`src/common/dispatchPkg.sv`:
```
// shared definitions for the two-wide dispatch stage
// holds the opcode encoding, the instruction word layout and the field helpers
// every RTL file refers to these by scoped name through dispatchPkg::

package dispatchPkg;

	// ==============================
	// instruction word layout
	// ==============================

	// a word is opcode in the top bits, then the predicted-taken flag, then the tag
	localparam int opWidth = 3;
	localparam int tagWidth = 8;
	localparam int instrWidth = opWidth + 1 + tagWidth;

	// opcodes seen by dispatch
	// only the control-flow ones change how a group is formed
	typedef enum logic [opWidth-1:0] {
		opAlu    = 3'd0,
		opLoad   = 3'd1,
		opStore  = 3'd2,
		opBranch = 3'd3,
		opJmp    = 3'd4,
		opBrk    = 3'd5
	} opcodeT;

	// ==============================
	// field helpers
	// ==============================

	// pull the opcode field out of a word
	function automatic opcodeT instrOpcode(input logic [instrWidth-1:0] word);
		return opcodeT'(word[instrWidth-1 -: opWidth]);
	endfunction

	// the predicted-taken flag sits just above the tag
	function automatic logic instrTaken(input logic [instrWidth-1:0] word);
		return word[tagWidth];
	endfunction

	// true when this word has to be the last one of its dispatch group
	// jumps and breaks always end a group, branches only when predicted taken
	function automatic logic slotBlocks(input logic [instrWidth-1:0] word);
		logic blocks;
		blocks = 1'b0;
		case (instrOpcode(word))
			opJmp: blocks = 1'b1;
			opBrk: blocks = 1'b1;
			opBranch: blocks = instrTaken(word);
			default: blocks = 1'b0;
		endcase
		return blocks;
	endfunction

endpackage

```
`src/hdl/fetchBuffer.sv`:
```
// input side of dispatch
// accepts one word per four-phase req/ack cycle into a two-slot decode buffer
// slots flagged by the count block leave, and slot 1 moves down into slot 0

`timescale 1ns/1ps

module fetchBuffer (
	input  logic                               clk,
	input  logic                               rst,
	input  logic                               branchMiss,
	input  logic                               inReq,
	input  logic [dispatchPkg::instrWidth-1:0] inInstr,
	output logic                               inAck,
	input  logic [1:0]                         queuedOn,
	output logic                               slotValid0,
	output logic                               slotValid1,
	output logic [dispatchPkg::instrWidth-1:0] slotInstr0,
	output logic [dispatchPkg::instrWidth-1:0] slotInstr1
);

	typedef enum logic [1:0] {fbIdle, fbAck, fbWaitDrop} fbStateT;

	fbStateT state;
	logic capture;
	logic keep0V;
	logic keep1V;
	logic [dispatchPkg::instrWidth-1:0] keep0I;

	// ==============================
	// four-phase handshake
	// ==============================

	// a word is taken only when slot 1 is empty, since slots fill in order
	assign capture = (state == fbIdle) && inReq && !slotValid1 && !branchMiss;

	// ack is high for the whole time between capture and the drop of req
	assign inAck = (state != fbIdle);

	always_ff @(posedge clk) begin
		if (rst) begin
			state <= fbIdle;
		end else begin
			case (state)
				fbIdle: if (capture) state <= fbAck;
				fbAck: state <= inReq ? fbWaitDrop : fbIdle;
				fbWaitDrop: if (!inReq) state <= fbIdle;
				default: state <= fbIdle;
			endcase
		end
	end

	// ==============================
	// decode slots
	// ==============================

	// work out what is left once the queued slots have gone
	// when slot 0 leaves, whatever stays in slot 1 shifts down
	always_comb begin
		keep0V = slotValid0;
		keep0I = slotInstr0;
		keep1V = slotValid1 && !queuedOn[1];
		if (queuedOn[0]) begin
			keep0V = slotValid1 && !queuedOn[1];
			keep0I = slotInstr1;
			keep1V = 1'b0;
		end
	end

	always_ff @(posedge clk) begin
		if (rst || branchMiss) begin
			slotValid0 <= 1'b0;
			slotValid1 <= 1'b0;
		end else begin
			slotValid0 <= keep0V || capture;
			slotValid1 <= keep1V || (capture && keep0V);
		end
	end

	// a new word goes into the lowest slot that is empty after the shift
	always_ff @(posedge clk) begin
		slotInstr0 <= (capture && !keep0V) ? inInstr : keep0I;
		if (capture && keep0V)
			slotInstr1 <= inInstr;
	end

	// ack may only come up after a cycle in which req was seen high
	ackFollowsReq: assert property (@(posedge clk) disable iff (rst)
		$rose(inAck) |-> $past(inReq));

endmodule

```
`src/hdl/queuedCount.sv`:
```
// decides each cycle how many decode slots move into the issue queue
// the combinational flags go to the allocator, the registered copy goes back
// to the decode buffer one cycle later so it can drop the queued slots

`timescale 1ns/1ps

module queuedCount (
	input  logic                               clk,
	input  logic                               rst,
	input  logic                               branchMiss,
	input  logic                               slotValid0,
	input  logic                               slotValid1,
	input  logic [dispatchPkg::instrWidth-1:0] slotInstr0,
	input  logic                               tailFree,
	output logic [1:0]                         queuedOnp,
	output logic [1:0]                         queuedOn,
	output logic [1:0]                         queuedCnt
);

	logic [1:0] cntNext;
	logic slot0Blocks;

	// ==============================
	// group formation
	// ==============================

	assign slot0Blocks = dispatchPkg::slotBlocks(slotInstr0);

	// nothing moves on a miss or when the two tail entries are not both free
	// the slots queued last cycle are still sitting in the buffer this cycle,
	// so a nonzero queuedOn holds everything back for one cycle
	always_comb begin
		queuedOnp = 2'b00;
		if (!branchMiss && tailFree && (queuedOn == 2'b00)) begin
			queuedOnp[0] = slotValid0;
			// slot 1 joins only if slot 0 does not end the group
			if (slotValid1 && (!slotValid0 || !slot0Blocks))
				queuedOnp[1] = 1'b1;
		end
	end

	assign cntNext = {1'b0, queuedOnp[0]} + {1'b0, queuedOnp[1]};

	// registered copy of the decision for the decode buffer
	always_ff @(posedge clk) begin
		if (rst) begin
			queuedOn <= 2'b00;
			queuedCnt <= 2'd0;
		end else begin
			queuedOn <= queuedOnp;
			queuedCnt <= cntNext;
		end
	end

	// slots fill in order, so slot 1 never goes ahead of a valid slot 0
	slot1AfterSlot0: assert property (@(posedge clk) disable iff (rst)
		(slotValid0 && queuedOnp[1]) |-> queuedOnp[0]);

endmodule

```
`src/iq/iqAllocator.sv`:
```
// tail side of the issue queue
// writes up to two decode slots per cycle into the ring at the tail pointer,
// and reports whether the two entries at the tail are free for the next group

`timescale 1ns/1ps

module iqAllocator #(
	parameter int iqEntries = 8
) (
	input  logic                               clk,
	input  logic                               rst,
	input  logic                               branchMiss,
	input  logic [1:0]                         queuedOnp,
	input  logic [dispatchPkg::instrWidth-1:0] slotInstr0,
	input  logic [dispatchPkg::instrWidth-1:0] slotInstr1,
	input  logic [iqEntries-1:0]               entryValid,
	input  logic [$clog2(iqEntries)-1:0]       headPtr,
	output logic                               tailFree,
	output logic [iqEntries-1:0]               wrEn,
	output logic [iqEntries-1:0]               wrSel,
	output logic [dispatchPkg::instrWidth-1:0] wrInstr0,
	output logic [dispatchPkg::instrWidth-1:0] wrInstr1
);

	localparam int ptrW = $clog2(iqEntries);

	logic [ptrW-1:0] tailPtr;
	logic [ptrW-1:0] tailNext;
	logic [1:0] advance;

	// the ring size is a power of two, so the pointers wrap on their own
	assign tailNext = tailPtr + 1'b1;

	// a two-wide group needs both tail entries, even for a single word
	assign tailFree = !entryValid[tailPtr] && !entryValid[tailNext];

	// every entry sees the same pair of words and picks one with wrSel
	assign wrInstr0 = slotInstr0;
	assign wrInstr1 = slotInstr1;

	assign advance = {1'b0, queuedOnp[0]} + {1'b0, queuedOnp[1]};

	// ==============================
	// write enable decode
	// ==============================

	always_comb begin
		wrEn = '0;
		wrSel = '0;
		case (queuedOnp)
			2'b01: wrEn[tailPtr] = 1'b1;
			// slot 1 alone happens only when slot 0 is empty
			2'b10: begin
				wrEn[tailPtr] = 1'b1;
				wrSel[tailPtr] = 1'b1;
			end
			2'b11: begin
				wrEn[tailPtr] = 1'b1;
				wrEn[tailNext] = 1'b1;
				wrSel[tailNext] = 1'b1;
			end
			default: wrEn = '0;
		endcase
	end

	// on a flush every entry is cleared, so the tail falls back to the head
	always_ff @(posedge clk) begin
		if (rst)
			tailPtr <= '0;
		else if (branchMiss)
			tailPtr <= headPtr;
		else
			tailPtr <= tailPtr + ptrW'(advance);
	end

endmodule

```
`src/iq/iqEntry.sv`:
```
// one issue-queue entry
// holds a valid bit and a word, set by the allocator and cleared by the
// issue unit or by a flush

`timescale 1ns/1ps

module iqEntry #(
	parameter int iqEntries = 8
) (
	input  logic                               clk,
	input  logic                               rst,
	input  logic                               branchMiss,
	input  logic                               wrEn,
	input  logic                               wrSel,
	input  logic [dispatchPkg::instrWidth-1:0] wrInstr0,
	input  logic [dispatchPkg::instrWidth-1:0] wrInstr1,
	input  logic                               clrEn,
	output logic                               entryValid,
	output logic [dispatchPkg::instrWidth-1:0] entryInstr
);

	// the head and tail pointers index the ring by plain wraparound,
	// which needs a power-of-two ring of at least four entries
	if (iqEntries < 4 || (iqEntries & (iqEntries - 1)) != 0) begin : gSizeCheck
		$error("iqEntries must be a power of two of at least 4");
	end

	// ==============================
	// valid bit
	// ==============================

	// the allocator writes only free entries and the issue unit clears only
	// a valid one, so write and clear never land in the same cycle
	always_ff @(posedge clk) begin
		if (rst || branchMiss)
			entryValid <= 1'b0;
		else if (wrEn)
			entryValid <= 1'b1;
		else if (clrEn)
			entryValid <= 1'b0;
	end

	// ==============================
	// payload
	// ==============================

	// wrSel picks which decode slot this entry takes
	always_ff @(posedge clk) begin
		if (wrEn)
			entryInstr <= wrSel ? wrInstr1 : wrInstr0;
	end

endmodule

```
`src/iq/iqIssue.sv`:
```
// head side of the issue queue
// drains the ring in program order over a four-phase req/ack port and
// clears each entry once the consumer has taken it

`timescale 1ns/1ps

module iqIssue #(
	parameter int iqEntries = 8
) (
	input  logic                                              clk,
	input  logic                                              rst,
	input  logic                                              branchMiss,
	input  logic [iqEntries-1:0]                              entryValid,
	input  logic [iqEntries-1:0][dispatchPkg::instrWidth-1:0] entryInstr,
	input  logic                                              issueAck,
	output logic [iqEntries-1:0]                              clrEn,
	output logic [$clog2(iqEntries)-1:0]                      headPtr,
	output logic                                              issueReq,
	output logic [dispatchPkg::instrWidth-1:0]                issueInstr
);

	typedef enum logic [1:0] {isIdle, isReq, isWaitAckLow} isStateT;

	isStateT state;
	logic headReady;
	logic taken;

	// a request starts only from a valid head and never in a flush cycle
	assign headReady = (state == isIdle) && entryValid[headPtr] && !branchMiss;

	// the consumer has taken the word in the cycle it raises ack
	assign taken = (state == isReq) && issueAck;

	// the head entry is cleared at the same edge that drops the request
	always_comb begin
		clrEn = '0;
		clrEn[headPtr] = taken;
	end

	// ==============================
	// output handshake
	// ==============================

	always_ff @(posedge clk) begin
		if (rst) begin
			state <= isIdle;
			issueReq <= 1'b0;
			headPtr <= '0;
		end else begin
			case (state)
				isIdle: begin
					if (headReady) begin
						issueReq <= 1'b1;
						state <= isReq;
					end
				end
				isReq: begin
					if (issueAck) begin
						issueReq <= 1'b0;
						headPtr <= headPtr + 1'b1;
						state <= isWaitAckLow;
					end
				end
				// four-phase return to zero before the next word goes out
				isWaitAckLow: if (!issueAck) state <= isIdle;
				default: state <= isIdle;
			endcase
		end
	end

	// the head word is latched once, when the request goes up
	always_ff @(posedge clk) begin
		if (headReady)
			issueInstr <= entryInstr[headPtr];
	end

	// the consumer may sample the word at any point while req is high
	issueInstrStable: assert property (@(posedge clk) disable iff (rst)
		($past(issueReq) && issueReq) |-> $stable(issueInstr));

endmodule

```
`src/hdl/dispatchCore.sv`:
```
// top level of the two-wide dispatch stage
// connects the decode buffer, the count block, the allocator, the ring of
// issue-queue entries and the issue unit

`timescale 1ns/1ps

module dispatchCore #(
	parameter int iqEntries = 8
) (
	input  logic                               clk,
	input  logic                               rst,
	input  logic                               branchMiss,
	input  logic                               inReq,
	input  logic [dispatchPkg::instrWidth-1:0] inInstr,
	output logic                               inAck,
	output logic                               issueReq,
	input  logic                               issueAck,
	output logic [dispatchPkg::instrWidth-1:0] issueInstr
);

	localparam int ptrW = $clog2(iqEntries);

	logic slotValid0;
	logic slotValid1;
	logic [dispatchPkg::instrWidth-1:0] slotInstr0;
	logic [dispatchPkg::instrWidth-1:0] slotInstr1;
	logic [1:0] queuedOnp;
	logic [1:0] queuedOn;
	logic tailFree;
	logic [iqEntries-1:0] wrEn;
	logic [iqEntries-1:0] wrSel;
	logic [dispatchPkg::instrWidth-1:0] wrInstr0;
	logic [dispatchPkg::instrWidth-1:0] wrInstr1;
	logic [iqEntries-1:0] clrEn;
	logic [iqEntries-1:0] entryValid;
	logic [iqEntries-1:0][dispatchPkg::instrWidth-1:0] entryInstr;
	logic [ptrW-1:0] headPtr;

	// ==============================
	// decode side
	// ==============================

	fetchBuffer u_fetchBuffer (
		.clk, .rst, .branchMiss, .inReq, .inInstr, .inAck, .queuedOn,
		.slotValid0, .slotValid1, .slotInstr0, .slotInstr1
	);

	// the registered count is a status output and has no reader here
	queuedCount u_queuedCount (
		.clk, .rst, .branchMiss, .slotValid0, .slotValid1, .slotInstr0,
		.tailFree, .queuedOnp, .queuedOn, .queuedCnt()
	);

	// ==============================
	// issue queue
	// ==============================

	iqAllocator #(.iqEntries(iqEntries)) u_iqAllocator (
		.clk, .rst, .branchMiss, .queuedOnp, .slotInstr0, .slotInstr1, .entryValid,
		.headPtr, .tailFree, .wrEn, .wrSel, .wrInstr0, .wrInstr1
	);

	for (genvar i = 0; i < iqEntries; i++) begin : gEntry
		iqEntry #(.iqEntries(iqEntries)) u_iqEntry (
			.clk, .rst, .branchMiss, .wrEn(wrEn[i]), .wrSel(wrSel[i]), .wrInstr0,
			.wrInstr1, .clrEn(clrEn[i]), .entryValid(entryValid[i]),
			.entryInstr(entryInstr[i])
		);
	end

	iqIssue #(.iqEntries(iqEntries)) u_iqIssue (
		.clk, .rst, .branchMiss, .entryValid, .entryInstr, .issueAck, .clrEn,
		.headPtr, .issueReq, .issueInstr
	);

endmodule

```
`config.mk`:
```
export PLATFORM = sky130hd
export DESIGN_NAME = dispatchCore
export DESIGN_NICKNAME = d
export VERILOG_FILES = /design/src/common/dispatchPkg.sv /design/src/hdl/fetchBuffer.sv /design/src/hdl/queuedCount.sv /design/src/iq/iqAllocator.sv /design/src/iq/iqEntry.sv /design/src/iq/iqIssue.sv /design/src/hdl/dispatchCore.sv
export SDC_FILE = /design/constraint.sdc
export NUM_CORES = 1
export LEC_CHECK = 0
export BUFFER_PORTS_ARGS = -buffer_cell sky130_fd_sc_hd__buf_2
export CAP_MARGIN = 20
export CORE_UTILIZATION = 60
export CTS_CLUSTER_DIAMETER = 50
export DETAILED_ROUTE_END_ITERATION = 6
export PLACE_DENSITY = 0.78
export SLEW_MARGIN = 20
export SYNTH_ARGS = -nofsm -noshare
export SYNTH_HDL_FRONTEND = slang
export SYNTH_HIERARCHICAL = 1
export SYNTH_SLANG_ARGS = --single-unit
```
`constraint.sdc`:
```
create_clock -name clk -period 7.1 [get_ports clk]
set_clock_uncertainty 0.15 [all_clocks]
set_input_delay 0.355 -clock clk [delete_from_list [all_inputs] [get_ports clk]]
set_output_delay 0.355 -clock clk [all_outputs]
set_load 0.02 [all_outputs]
```
Word-level counts from Yosys, hierarchy flattened
Cells that the tools add are included.
{"block": "op_classes", "order_cmp": 6, "n_bitwise": 2, "addsub": 4, "reduce_logical": 48, "n_mux": 59, "eq_ne": 15}
{"cell": "12-bit 2-to-1 mux", "n": 11}
{"cell": "12-bit binary-select mux with 3-bit select", "n": 1}
{"cell": "8-bit one-hot mux with 2 select lines", "n": 2}
{"cell": "1-bit 2-to-1 mux", "n": 27}
{"cell": "2-bit nonzero test", "n": 11}
{"cell": "1-bit logical AND", "n": 16}
{"cell": "2-bit 2-to-1 mux", "n": 7}
{"cell": "3-bit by 4-bit less-than comparator with 1-bit output (second input constant)", "n": 3}
{"cell": "2-bit one-hot mux with 3 select lines", "n": 2}
{"cell": "1-bit binary-select mux with 3-bit select", "n": 3}
{"cell": "1-bit demux with 3-bit select", "n": 3}
{"cell": "3-bit by 1-bit >= comparator with 1-bit output (second input constant)", "n": 3}
{"cell": "8-bit bitwise AND", "n": 1}
{"cell": "2-bit equality test (second input constant)", "n": 4}
{"cell": "1-bit zero test", "n": 8}
{"cell": "8-bit bitwise OR", "n": 1}
{"cell": "3-bit by 1-bit adder with 3-bit output (second input constant)", "n": 2}
{"cell": "2-bit by 1-bit equality test with 1-bit output (second input constant)", "n": 3}
{"cell": "3-bit equality test (second input constant)", "n": 2}
{"cell": "2-bit zero test", "n": 3}
{"cell": "2-bit inequality test (second input constant)", "n": 3}
{"cell": "3-bit AND reduction", "n": 2}
{"cell": "1-bit logical OR", "n": 4}
{"cell": "2-bit by 1-bit inequality test with 1-bit output (second input constant)", "n": 2}
{"cell": "other kinds (7)", "n": 10}
{"block": "totals", "out_inout_bits": 14, "wordCells": 161, "in_bits": 17, "reg_bits": 155}

Logic depth before layout (Yosys ltp)
Gate-level depths: netlist of the first run.
{"block": "logic_depth", "ltp_word": 12, "ltp_mapped": 15, "mapped_depth_nobuf": 14}

Cells and area by module
Netlist of the first run, hierarchy kept.
{"mod": "iqEntry", "seq_area_each_um2": 380.4, "n_inst": 8, "cells_per_inst": 29, "area_each_um2": 581.8}
{"mod": "iqIssue", "seq_area_each_um2": 480.5, "n_inst": 1, "cells_per_inst": 97, "area_each_um2": 1456.4}
{"mod": "fetchBuffer", "seq_area_each_um2": 800.8, "n_inst": 1, "cells_per_inst": 59, "area_each_um2": 1086.0}
{"mod": "iqAllocator", "seq_area_each_um2": 60.1, "n_inst": 1, "cells_per_inst": 101, "area_each_um2": 789.5}
{"mod": "queuedCount", "seq_area_each_um2": 80.1, "n_inst": 1, "cells_per_inst": 16, "area_each_um2": 173.9}

Least setup slack after synthesis of the first run
Ideal clock, no wire load.
{"block": "synth_path", "kind": "register -> register", "from": "register u_iqAllocator.tailPtr[0]", "to": "register gEntry[1].u_iqEntry/entryInstr[0] in the netlist's numbering (enable)", "required_ns": 6.551, "n_path_buf": 2, "period_less_slack_ns": 4.675, "arrival_ns": 4.127, "setup_time_ns": 0.399, "slack_ns": 2.425, "stages_incl_launch_ff": 14, "cell_sequence": "dfxtp_1 -> ha_1 -> buf_6 -> mux4_1 -> mux2_2 -> o32ai_2 -> nor4b_2 -> nand2_1 -> a21oi_1 -> ha_1 -> clkbuf_1 -> a21oi_1 -> or2_2 -> nor3_1"}
{"block": "synth_between", "elab_chain_cells": 11, "elab_cells_between_ends": 27, "classes_between": "add/sub: 1; order compare: 4; eq/ne: 3; mux: 10; bitwise: 1; reduce/logical: 8"}
{"element": "start, declared", "line_no": "iqAllocator.sv:27", "rtl": "logic [ptrW-1:0] tailPtr;"}
{"element": "start signal, assigned", "line_no": "iqAllocator.sv:71", "rtl": "tailPtr <= headPtr;"}
{"element": "start signal, assigned", "line_no": "iqAllocator.sv:73", "rtl": "tailPtr <= tailPtr + ptrW'(advance);"}
{"element": "3-bit by 1-bit adder with 3-bit output", "line_no": "iqAllocator.sv:32", "rtl": "assign tailNext = tailPtr + 1'b1;"}
{"element": "1-bit binary-select mux with 3-bit select", "line_no": "iqAllocator.sv:35", "rtl": "assign tailFree = !entryValid[tailPtr] && !entryValid[tailNext];"}
{"element": "1-bit 2-to-1 mux (not written as such)", "line_no": "iqAllocator.sv:35"}
{"element": "1-bit zero test", "line_no": "iqAllocator.sv:35"}
{"element": "1-bit logical AND *", "line_no": "iqAllocator.sv:35"}
{"element": "via tailFree", "line_no": "dispatchCore.sv:29", "rtl": "logic tailFree;"}
{"element": "1-bit logical AND * (2 in series)", "line_no": "queuedCount.sv:34", "rtl": "if (!branchMiss && tailFree && (queuedOn == 2'b00)) begin"}
{"element": "2-bit 2-to-1 mux *", "line_no": "queuedCount.sv:34"}
{"element": "via queuedOnp[1]", "line_no": "dispatchCore.sv:27", "rtl": "logic [1:0] queuedOnp;"}
{"element": "2-bit by 1-bit equality test with 1-bit output / 2-bit equality test (equally long branches)", "line_no": "iqAllocator.sv:50", "rtl": "case (queuedOnp)"}
{"element": "2-bit OR reduction (no line)"}
{"element": "8-bit one-hot mux with 2 select lines *", "line_no": "iqAllocator.sv:50"}
{"element": "via wrEn[1]", "line_no": "dispatchCore.sv:30", "rtl": "logic [iqEntries-1:0] wrEn;"}
{"element": "end signal, assigned", "line_no": "iqEntry.sv:50", "rtl": "entryInstr <= wrSel ? wrInstr1 : wrInstr0;"}
{"element": "end, declared", "line_no": "iqEntry.sv:19", "rtl": "output logic [dispatchPkg::instrWidth-1:0] entryInstr"}
Mark *: on every way through the listed nets, which the timed path passes. The rest lies on a longest branch. The select of a mux whose other input is x is not followed.
A chain may end at the register's enable or synchronous reset.

Final worst setup path of the first run
{"block": "layout_path", "from": "register u_iqAllocator.tailPtr[0]", "to": "register gEntry[1].u_iqEntry/entryInstr[7] in the netlist's numbering (enable)"}
Same word-level chain as after synthesis.

==> results of run 1 <==
## worst reg2reg max path, cell delays in order, from the launching register on
cell,delay (ns)
dfxtp_1,0.66
ha_1,0.39
mux4_1,0.60
mux2_2,0.29
o32ai_2,0.26
nor4b_2,0.27
nand2_1,0.12
a21oi_1,0.23
inv_1,0.12
ha_1,0.32
a21oi_1,0.09
or2_2,0.35
nor3_2,0.62
buf_4,0.32
## layout by cell type, fill, tap and decap left out, drive strengths merged, types with 7 or more instances in the layout
cell type,n
a21oi,8
mux2i,7
mux2,122
o21ai,11
o21a,8
inv,9
dlygate4sd3,12
edfxtp,132
nand2,10
mux4,29
buf,50
clkinv,8
nor2,23
dfxtp,23
clkbuf,23
nor2b,12
## repair_timing
action / CTS / global route
hold endpoints to repair: 12 / 0
hold buffers: 12 / 0
endpoints found under the setup margin: 0 / 0
## state kept, by name (all words and copies together), names as in the netlist
name,cells
u_iqIssue/issueInstr,12
u_fetchBuffer/slotInstr1,12
u_iqIssue/headPtr,3
u_fetchBuffer/slotValid1,1
gEntry.u_iqEntry/entryInstr,96
u_iqIssue/state,2
u_fetchBuffer/slotInstr0,12
gEntry.u_iqEntry/entryValid,8
u_queuedCount/queuedOn,2
u_iqIssue/issueReq,1
u_fetchBuffer/state,2
u_iqAllocator/tailPtr,3
u_fetchBuffer/slotValid0,1
## where the power goes
| group | internal, mW | switching (mW) | total [mW] | leakage, nW |
|---|---|---|---|---|
| Clock | 0.439 | 0.338 | 0.776 | 0.234 |
| Sequential | 0.992 | 0.0121 | 1.00 | 1.38 |
| Combinational | 0.0499 | 0.0293 | 0.0791 | 1.49 |
| Total | 1.48 | 0.379 | 1.86 | 3.10 |
## metal layers
metal  track usage  vias up
li1              -     1982
met1        0.3303     2246
met2        0.4232      153
met3       0.04295       24
met4        0.1090        0
met5             0        -
## per-stage QoR
step	instances	util	setup WS (ns)
floorplan	500	-	2.481
global placement	680	0.6282	2.151
detailed placement	680	0.6282	2.048
CTS	724	0.6749	2.042
global route	725	0.6760	1.686
finish	725	0.6760	2.021
## area by class of cell
type                       instances  area [µm²]  share of cell area
timing repair buffer              63       434.2             0.04869
sequential                       155        4425              0.4964
multi-input combinational        290        3307              0.3709
clock buffer                      22       444.2             0.04982
clock inverter                    10       51.30            0.005754
inverter                           9       33.78            0.003789
tap                              176       220.2             0.02470
## worst paths after layout
| check | from | endpoint | cells after the start |
|---|---|---|---|
| setup / recovery | u_iqAllocator/tailPtr[0] | gEntry[1].u_iqEntry/entryInstr[7] | 13 |
| hold / removal | inReq | u_fetchBuffer/state[1] | 2 |
| setup reg to reg | u_iqAllocator/tailPtr[0] | gEntry[1].u_iqEntry/entryInstr[7] | 13 |
| hold reg to reg | u_iqIssue/issueReq | u_iqIssue/issueReq | 2 |
==> results_dict.tcl, run 1 <==
set metrics [dict create \
    worst_ep_required_time_ns 7.07 \
    viasPerCell 6.076 \
    drv_slew 0 \
    cts_resized 0 \
    total_power_mw 1.860 \
    status "finished, final reports clean" \
    wl_met3_um 982 \
    fin_crit_ns 5.079 \
    maxCapViolCount 0 \
    numCtsBuffers 17 \
    fmax_mhz 196.9 \
    ys_warn_count 6 \
    m1WireLength_um 6939 \
    clk_latency_ns 0.42 \
    wl_per_cell_um 23.03 \
    start_util 0.6137 \
    gp_congestion 0.8312 \
    fin_hold_ws_ns 0.06419 \
    first_pass_iters 5 \
    dieWidth_um 118.2 \
    grt_pass1_vias 4407 \
    gr-usage-all-layers 0.2542 \
    path_buf_inv 2 \
    crit_slowest_cell "dfxtp_1" \
    htreeDepth 4 \
    antenna_found_initial 0 \
    die_h_um 118.2 \
    cts_tree "done" \
    dpl.hpwl_um 10420 \
    routed_wl_um 16700 \
    syn_to_final_growth_pct 10.14 \
    core_um2 13190 \
    relSlewSlack 0.3602 \
    finalCritPeriodShare 0.7153 \
    grt_setup_unrepaired "no" \
    ir_worst_vdd_v 0.0001687 \
    path_clk_slew_ns 0.06 \
    nets 560 \
    setup_viol 0 \
    core.rowCount 42 \
    drive_gt1_frac 0.4335 \
    max_stage_delay_ns 0.66 \
    path_class "reg2reg" \
    routed.top_layer "met4" \
    io_pins 31 \
    cts_sinks 155 \
    grt_start_max_net_pins 34 \
    rrSetupSlack_ns 2.02 \
    path_delay_family "simple AND/OR/NAND/NOR gates" \
    grt_pass1_wl_um 25450 \
    worst_setup_path_end_kind "flop" \
    p_leak_nw 3.102 \
    crit_arrival_ns 5.05 \
    report.final.hold_viol_count 0 \
    num_vias 4405 \
    power_density_nw_per_um2 208.6 \
    nFillCells 899 \
    finalInstanceArea_um2 8916 \
    synthesis.area_um2 8095 \
    root_buffer "clkbuf_16" \
    critPathMaxFanout 15 \
    worst_pin_slew_ns 0.9597 \
    wl_met2_um 8429 \
    diodes 0 \
    worst_setup_path_start_kind "flop" \
    drt_iter0_markers 361 \
    port-buffer-count 30 \
    cts_buffer_depth 2 \
    post-cts-setup-buffers 0 \
    setup_tns_ns 0 \
    drc 0 \
    syn_inst 500 \
    overflow 0 \
    dpl_cell_area_um2 8287 \
    synth_nets 524 \
    die-area_um2 13960 \
    antenna_left 0 \
    hold_path_class "in2reg" \
    syn_avg_cell_area_um2 16.19 \
    path_cells "ha_1 > mux4_1 > mux2_2 > o32ai_2 > nor4b_2 > nand2_1 > a21oi_1 > inv_1 > ha_1 > a21oi_1 > or2_2 > nor3_2 > buf_4" \
]
(Power assumes the default switching activity.)
==> inputs of run 2 (changes only) <==
--- a/config.mk
+++ b/config.mk
@@ -5,6 +5,7 @@
 export SDC_FILE = /design/constraint.sdc
 export NUM_CORES = 1
 export LEC_CHECK = 0
+export ABC_AREA = 1
 export BUFFER_PORTS_ARGS = -buffer_cell sky130_fd_sc_hd__buf_2
 export CAP_MARGIN = 20
 export CORE_UTILIZATION = 60
==> constraint.sdc (replaced) <==
create_clock -name clk -period 4.83 [get_ports clk]
set_clock_uncertainty 0.15 [all_clocks]
set_input_delay 0.2415 -clock clk [delete_from_list [all_inputs] [get_ports clk]]
set_output_delay 0.2415 -clock clk [all_outputs]
set_load 0.02 [all_outputs]
==> run 2 against run 1 <==
Area after synthesis rose by 2.9%. Sequential share of layout area fell by 0.39 points. Utilization fell by 0.56 points. Wire length rose by 8.5%. Highest routed layer unchanged. Worst hold slack improved by 0.038 ns. Largest power group unchanged. Die area rose by 2.8%. Largest cell class unchanged. Non-clock buffer count fell by 3.
==> results_dict.tcl, run 2 <==
set metrics [dict create \
    gp_congestion 0.8983 \
    largest_reg_flops 96 \
    diodes 0 \
    report.final.hold_viol_count 0 \
    power_density_nw_per_um2 317.7 \
    io_pins 31 \
    worst_setup_path_end_kind "flop" \
    port-buffer-count 30 \
    syn_to_final_growth_pct 7.856 \
    cts_tree "done" \
    r2r_cells 17 \
    p_leak_nw 3.652 \
    synthesis.area_um2 8329 \
    antenna_left 0 \
    worst_setup_path_start_kind "flop" \
    relSlewSlack 0.3870 \
    hold_path_class "in2reg" \
    numCtsBuffers 17 \
    ys_warn_count 6 \
    drv_slew 0 \
    setup_viol 0 \
    first_pass_iters 5 \
    path_class "reg2reg" \
    whs_path_depth 2 \
    cts_resized 0 \
    syn_avg_cell_area_um2 8.622 \
    ir_worst_vdd_v 0.0002282 \
    overflow 0 \
    status "finished, final reports clean" \
    cts_sinks 155 \
    die-area_um2 14360 \
    synth_nets 990 \
    nets 1008 \
    grt_start_max_net_pins 53 \
    core.rowCount 42 \
    path_clk_slew_ns 0.06 \
    routed_wl_um 18120 \
    core_um2 13400 \
    fin_ws_ns 1.027 \
    dpl.hpwl_um 12000 \
    fmax_mhz 262.9 \
    htreeDepth 4 \
    largest-register "gEntry.u_iqEntry/entryInstr" \
    fin_crit_ns 3.803 \
    pre_cts_slack_ns 1.128 \
    crit_slowest_cell "dfxtp_1" \
    worst_pin_slew_ns 0.9181 \
    die_h_um 119.8 \
    reg2reg_from "u_iqAllocator/tailPtr[0]" \
    drc 0 \
    maxCapViolCount 0 \
    viasPerCell 5.325 \
    layout_common_cells "210 x nand2_1, 178 x inv_1, 132 x edfxtp_1" \
    cpMostUsedCell "nand2_1" \
    cts_buffer_depth 2 \
    syn_inst 966 \
    start_util 0.6216 \
    grt_pass1_vias 5688 \
    setup_tns_ns 0 \
    num_vias 6241 \
    max_stage_delay_ns 0.75 \
    clk_latency_ns 0.42 \
    root_buffer "clkbuf_16" \
    drt_iter0_markers 697 \
    path_cells "ha_1 > inv_1 > nand3_1 > nand2_1 > nand2_1 > nand2_1 > nor2_1 > nand3b_1 > nor2_1 > nand2_1 > inv_1 > ha_1 > nand2_1 > inv_2 > nand2_1 > nand2_1 > o21ai_0" \
    grt_pass1_wl_um 28900 \
    critPathMaxFanout 24 \
    finalCritPeriodShare 0.7874 \
    worst_ep_required_time_ns 4.81 \
    crit_arrival_ns 3.79 \
    min_to "u_queuedCount/queuedOn[1]" \
    antenna_found_initial 0 \
    dieWidth_um 119.8 \
    grt_setup_unrepaired "no" \
    layout_commonest_cell "nand2_1" \
    drive_gt1_frac 0.1044 \
    gr-usage-all-layers 0.2668 \
    reg2reg_to "gEntry[6].u_iqEntry/entryInstr[3]" \
    rrSetupSlack_ns 1.03 \
    wl_per_cell_um 15.46 \
    hp-start "rst" \
]
run 2: worst max-delay path by stage:
stage	slack, ns	to	from
4_1_cts	1.11	gEntry[6].u_iqEntry/entryInstr[11]	u_iqAllocator/tailPtr[0]
3_3_place_gp	1.22	gEntry[6].u_iqEntry/entryInstr[2]	u_iqAllocator/tailPtr[0]
5_1_grt	0.63	gEntry[6].u_iqEntry/entryInstr[3]	u_iqAllocator/tailPtr[0]
3_5_place_dp	1.13	gEntry[6].u_iqEntry/entryInstr[11]	u_iqAllocator/tailPtr[0]
2_1_floorplan	1.58	gEntry[5].u_iqEntry/entryInstr[0]	u_iqAllocator/tailPtr[1]
6_report	1.03	gEntry[6].u_iqEntry/entryInstr[3]	u_iqAllocator/tailPtr[0]
run 2: report_power, final:
part | switching, mW | internal (mW)
registers | 0.0211 | 1.46
logic | 0.0603 | 0.0407
clock network | 0.524 | 0.751
total | 0.605 | 2.25
run 2: cell type report:
class	instances	area (µm²)
flip-flops and latches	155	4424
inverters	186	700.7
fillers	1079	4417
well taps	176	220.2
clock inverters	13	126.4
repair buffers	60	410.4
multi-input cells	564	2673
clock buffers	18	429.2
run 2: repair_timing:
| item | in CTS | in global routing |
|---|---|---|
| hold endpoints to repair | 26 | 0 |
| hold buffers | 14 | 0 |
| buffers inserted | 0 | 0 |
run 2: through the flow:
stage | instances | hold WS, ns | util | total power, mW | area [µm²]
4_1_cts | 1172 | 0.08882 | 0.6704 | 2.865 | 8984
2_1_floorplan | 966 | 0.1584 | - | 1.578 | 8329
6_report | 1172 | 0.1023 | 0.6704 | 2.854 | 8984
3_3_place_gp | 1127 | 0.2825 | 0.6185 | 1.594 | 8288
5_1_grt | 1172 | 0.1095 | 0.6704 | 2.929 | 8984
3_5_place_dp | 1127 | 0.2844 | 0.6185 | 1.598 | 8288
run 2: worst max-delay path, delay by kind of cell (launching register included):
kind,cells,cell delay (ns)
compound gates,1,0.21
fa+ha+maj,2,0.57
buf+inv,3,0.38
flops,1,0.75
simple gates,11,1.46
run 2: routing by layer:
metal  up-vias  routed length (µm)  global-route usage
met1      2811                7862              0.3766
li1       3119                   -                   -
met4         0                 236             0.08828
met2       288                8311              0.4176
met5         -                   0                   0
met3        23                1706             0.04895
==> inputs of run 3 (changes only) <==
--- a/config.mk
+++ b/config.mk
@@ -8,10 +8,10 @@
 export ABC_AREA = 1
 export BUFFER_PORTS_ARGS = -buffer_cell sky130_fd_sc_hd__buf_2
 export CAP_MARGIN = 20
-export CORE_UTILIZATION = 60
+export CORE_UTILIZATION = 56
 export CTS_CLUSTER_DIAMETER = 50
 export DETAILED_ROUTE_END_ITERATION = 6
-export PLACE_DENSITY = 0.78
+export PLACE_DENSITY = 0.76
 export SLEW_MARGIN = 20
 export SYNTH_ARGS = -nofsm -noshare
 export SYNTH_HDL_FRONTEND = slang
==> constraint.sdc (replaced) <==
create_clock -name clk -period 3.4 [get_ports clk]
set_clock_uncertainty 0.15 [all_clocks]
set_input_delay 0.17 -clock clk [delete_from_list [all_inputs] [get_ports clk]]
set_output_delay 0.17 -clock clk [all_outputs]
set_load 0.02 [all_outputs]
==> run 3 against run 2 <==
Utilization down 4.8 points. Register-to-register slack got worse by 0.77 ns. Sequential power up 42%. Via count is 0.21% higher. First-iteration DRC count decreased by 4.3%. Wire length shrank 1.9%. Global-route usage fell by 1.5 points. Cell count rose by 1.2%.
==> results_dict.tcl, run 3 (synthesis results as in run 2) <==
set metrics [dict create \
    status "finished, final reports clean" \
    report.final.hold_viol_count 0 \
    numCtsBuffers 17 \
    finalInstanceArea_um2 9051 \
    overflow 0 \
    grt_pass1_wl_um 28620 \
    nets 1013 \
    worst_setup_path_start_kind "flop" \
    core_um2 14530 \
    antenna_found_initial 0 \
    sequentialPowerShare 0.532 \
    fin_ws_ns 0.2537 \
    die_h_um 124.0 \
    start_util 0.5731 \
    drive_gt1_frac 0.1138 \
    diodes 0 \
    crit_arrival_ns 3.12 \
    critPathMaxFanout 12 \
    layout_commonest_cell "nand2_1" \
    io_pins 31 \
    path_class "reg2reg" \
    largest-register "gEntry.u_iqEntry/entryInstr" \
    drt_iter0_markers 667 \
    pre_cts_slack_ns 0.2155 \
    gp_congestion 0.9149 \
    syn_to_final_growth_pct 8.668 \
    switchingPower_mw 0.8838 \
    total_power_mw 3.946 \
    port-buffer-count 30 \
    layout_common_cells "210 x nand2_1, 178 x inv_1, 132 x edfxtp_1" \
    maxCapViolCount 0 \
    htreeDepth 4 \
    die-area_um2 15360 \
    dpl.hpwl_um 12030 \
    worst_ep_required_time_ns 3.38 \
    cts_sinks 155 \
    wl_per_cell_um 14.98 \
    core.rowCount 44 \
    multi_input_area_um2 2684 \
    drv_slew 0 \
    rrSetupSlack_ns 0.25 \
    finalCritPeriodShare 0.9254 \
    p_int_mw 3.063 \
    fmax_mhz 317.8 \
    worst_setup_path_end_kind "flop" \
    ir_worst_vdd_v 0.0003420 \
    worst_pin_slew_ns 0.5256 \
    power_density_nw_per_um2 436.0 \
    grt_start_max_net_pins 45 \
    first_pass_iters 5 \
    dpl_cell_area_um2 8341 \
    antenna_left 0 \
    drc 0 \
    routed_wl_um 17770 \
    relSlewSlack 0.6492 \
    p_clk_frac 0.431 \
    hold_path_class "in2reg" \
    gr-usage-all-layers 0.2519 \
    dieWidth_um 124.0 \
    p_sw_frac 0.2240 \
    grt_pass1_vias 5720 \
    root_buffer "clkbuf_16" \
    nFillCells 1269 \
    viasPerCell 5.273 \
    post-cts-setup-buffers 0 \
    path_clk_slew_ns 0.06 \
    p_leak_nw 3.666 \
    fin_crit_ns 3.146 \
    regArea_um2 4424 \
    setup_viol 0 \
    cts_buffer_depth 2 \
    largest_reg_flops 96 \
    cts_tree "done" \
    clk_latency_ns 0.43 \
    combPwrFrac 0.038 \
    num_vias 6254 \
]
[run 3: cell types whose count changed in the layout (fill, tap and decap cells not counted), sizes merged]
cell and delta:
buf +4, bufinv -2, clkinv +1, dlygate4sd3 +1, inv +2
[run 3: power by group through the flow]
stage | Sequential, mW | Clock [mW] | Combinational, mW
final | 2.10 | 1.70 | 0.148
after global routing | 2.10 | 1.79 | 0.171
after CTS | 2.10 | 1.72 | 0.149
after detailed placement | 2.14 | 0 | 0.135
after global placement | 2.14 | 0 | 0.129
after floorplan | 2.11 | 0 | 0.127
[run 3: path summary, 6_finish.rpt]
check / startpoint / end / depth (start not counted)
hold reg to reg: u_fetchBuffer/state[1] / u_fetchBuffer/state[1] / 1
hold / removal: branchMiss / u_iqAllocator/tailPtr[1] / 3
setup reg to reg: u_iqAllocator/tailPtr[1] / gEntry[4].u_iqEntry/entryInstr[4] / 17
setup / recovery: u_iqAllocator/tailPtr[1] / gEntry[4].u_iqEntry/entryInstr[4] / 17
[run 3: routing by layer]
metal  GRT usage  vias up  part of all wire
met5           0        -                 0
met4     0.09003        0             0.016
met3     0.04579       31             0.078
met2      0.3997      248              0.46
met1      0.3472     2847              0.45
li1            -     3128                 -
[run 3: what timing repair did]
action                                 in CTS  in global routing
setup endpoints to repair                   0                 94
hold buffers                               15                  0
gates resized for setup                     0                 10
endpoints found under the hold margin      29                  0
[run 3: worst max-delay path: stages, from the launching register on]
cell and delay [ns]:
dfxtp_1 0.37, ha_2 0.40, inv_1 0.07, nand3_1 0.08, nand2_1 0.05, nand2_1 0.05, nand2_1 0.05, nor2_1 0.11
nand3b_1 0.12, nor2_1 0.10, nand2_1 0.08, inv_1 0.09, ha_1 0.26, nand2_1 0.12, inv_2 0.11, nand3_1 0.13
a21oi_1 0.23, buf_4 0.24
[run 3: layout make-up]
type / instances / share of cell area
Sequential cell: 155 / 0.4888
Multi-Input combinational cell: 564 / 0.2965
Inverter: 186 / 0.07741
Timing Repair Buffer: 65 / 0.05364
Clock buffer: 18 / 0.04742
Tap cell: 184 / 0.02544
Clock inverter: 14 / 0.01078
[run 3: through the flow]
step | cells | hold WS (ns) | TNS [ns] | util
floorplan | 966 | 0.08687 | 0 | -
global placement | 1139 | 0.2130 | 0 | 0.5739
detailed placement | 1139 | 0.2157 | 0 | 0.5739
CTS | 1186 | 0.01727 | 0 | 0.6204
global route | 1186 | 0.05974 | -0.1612 | 0.6228
finish | 1186 | 0.04548 | 0 | 0.6228
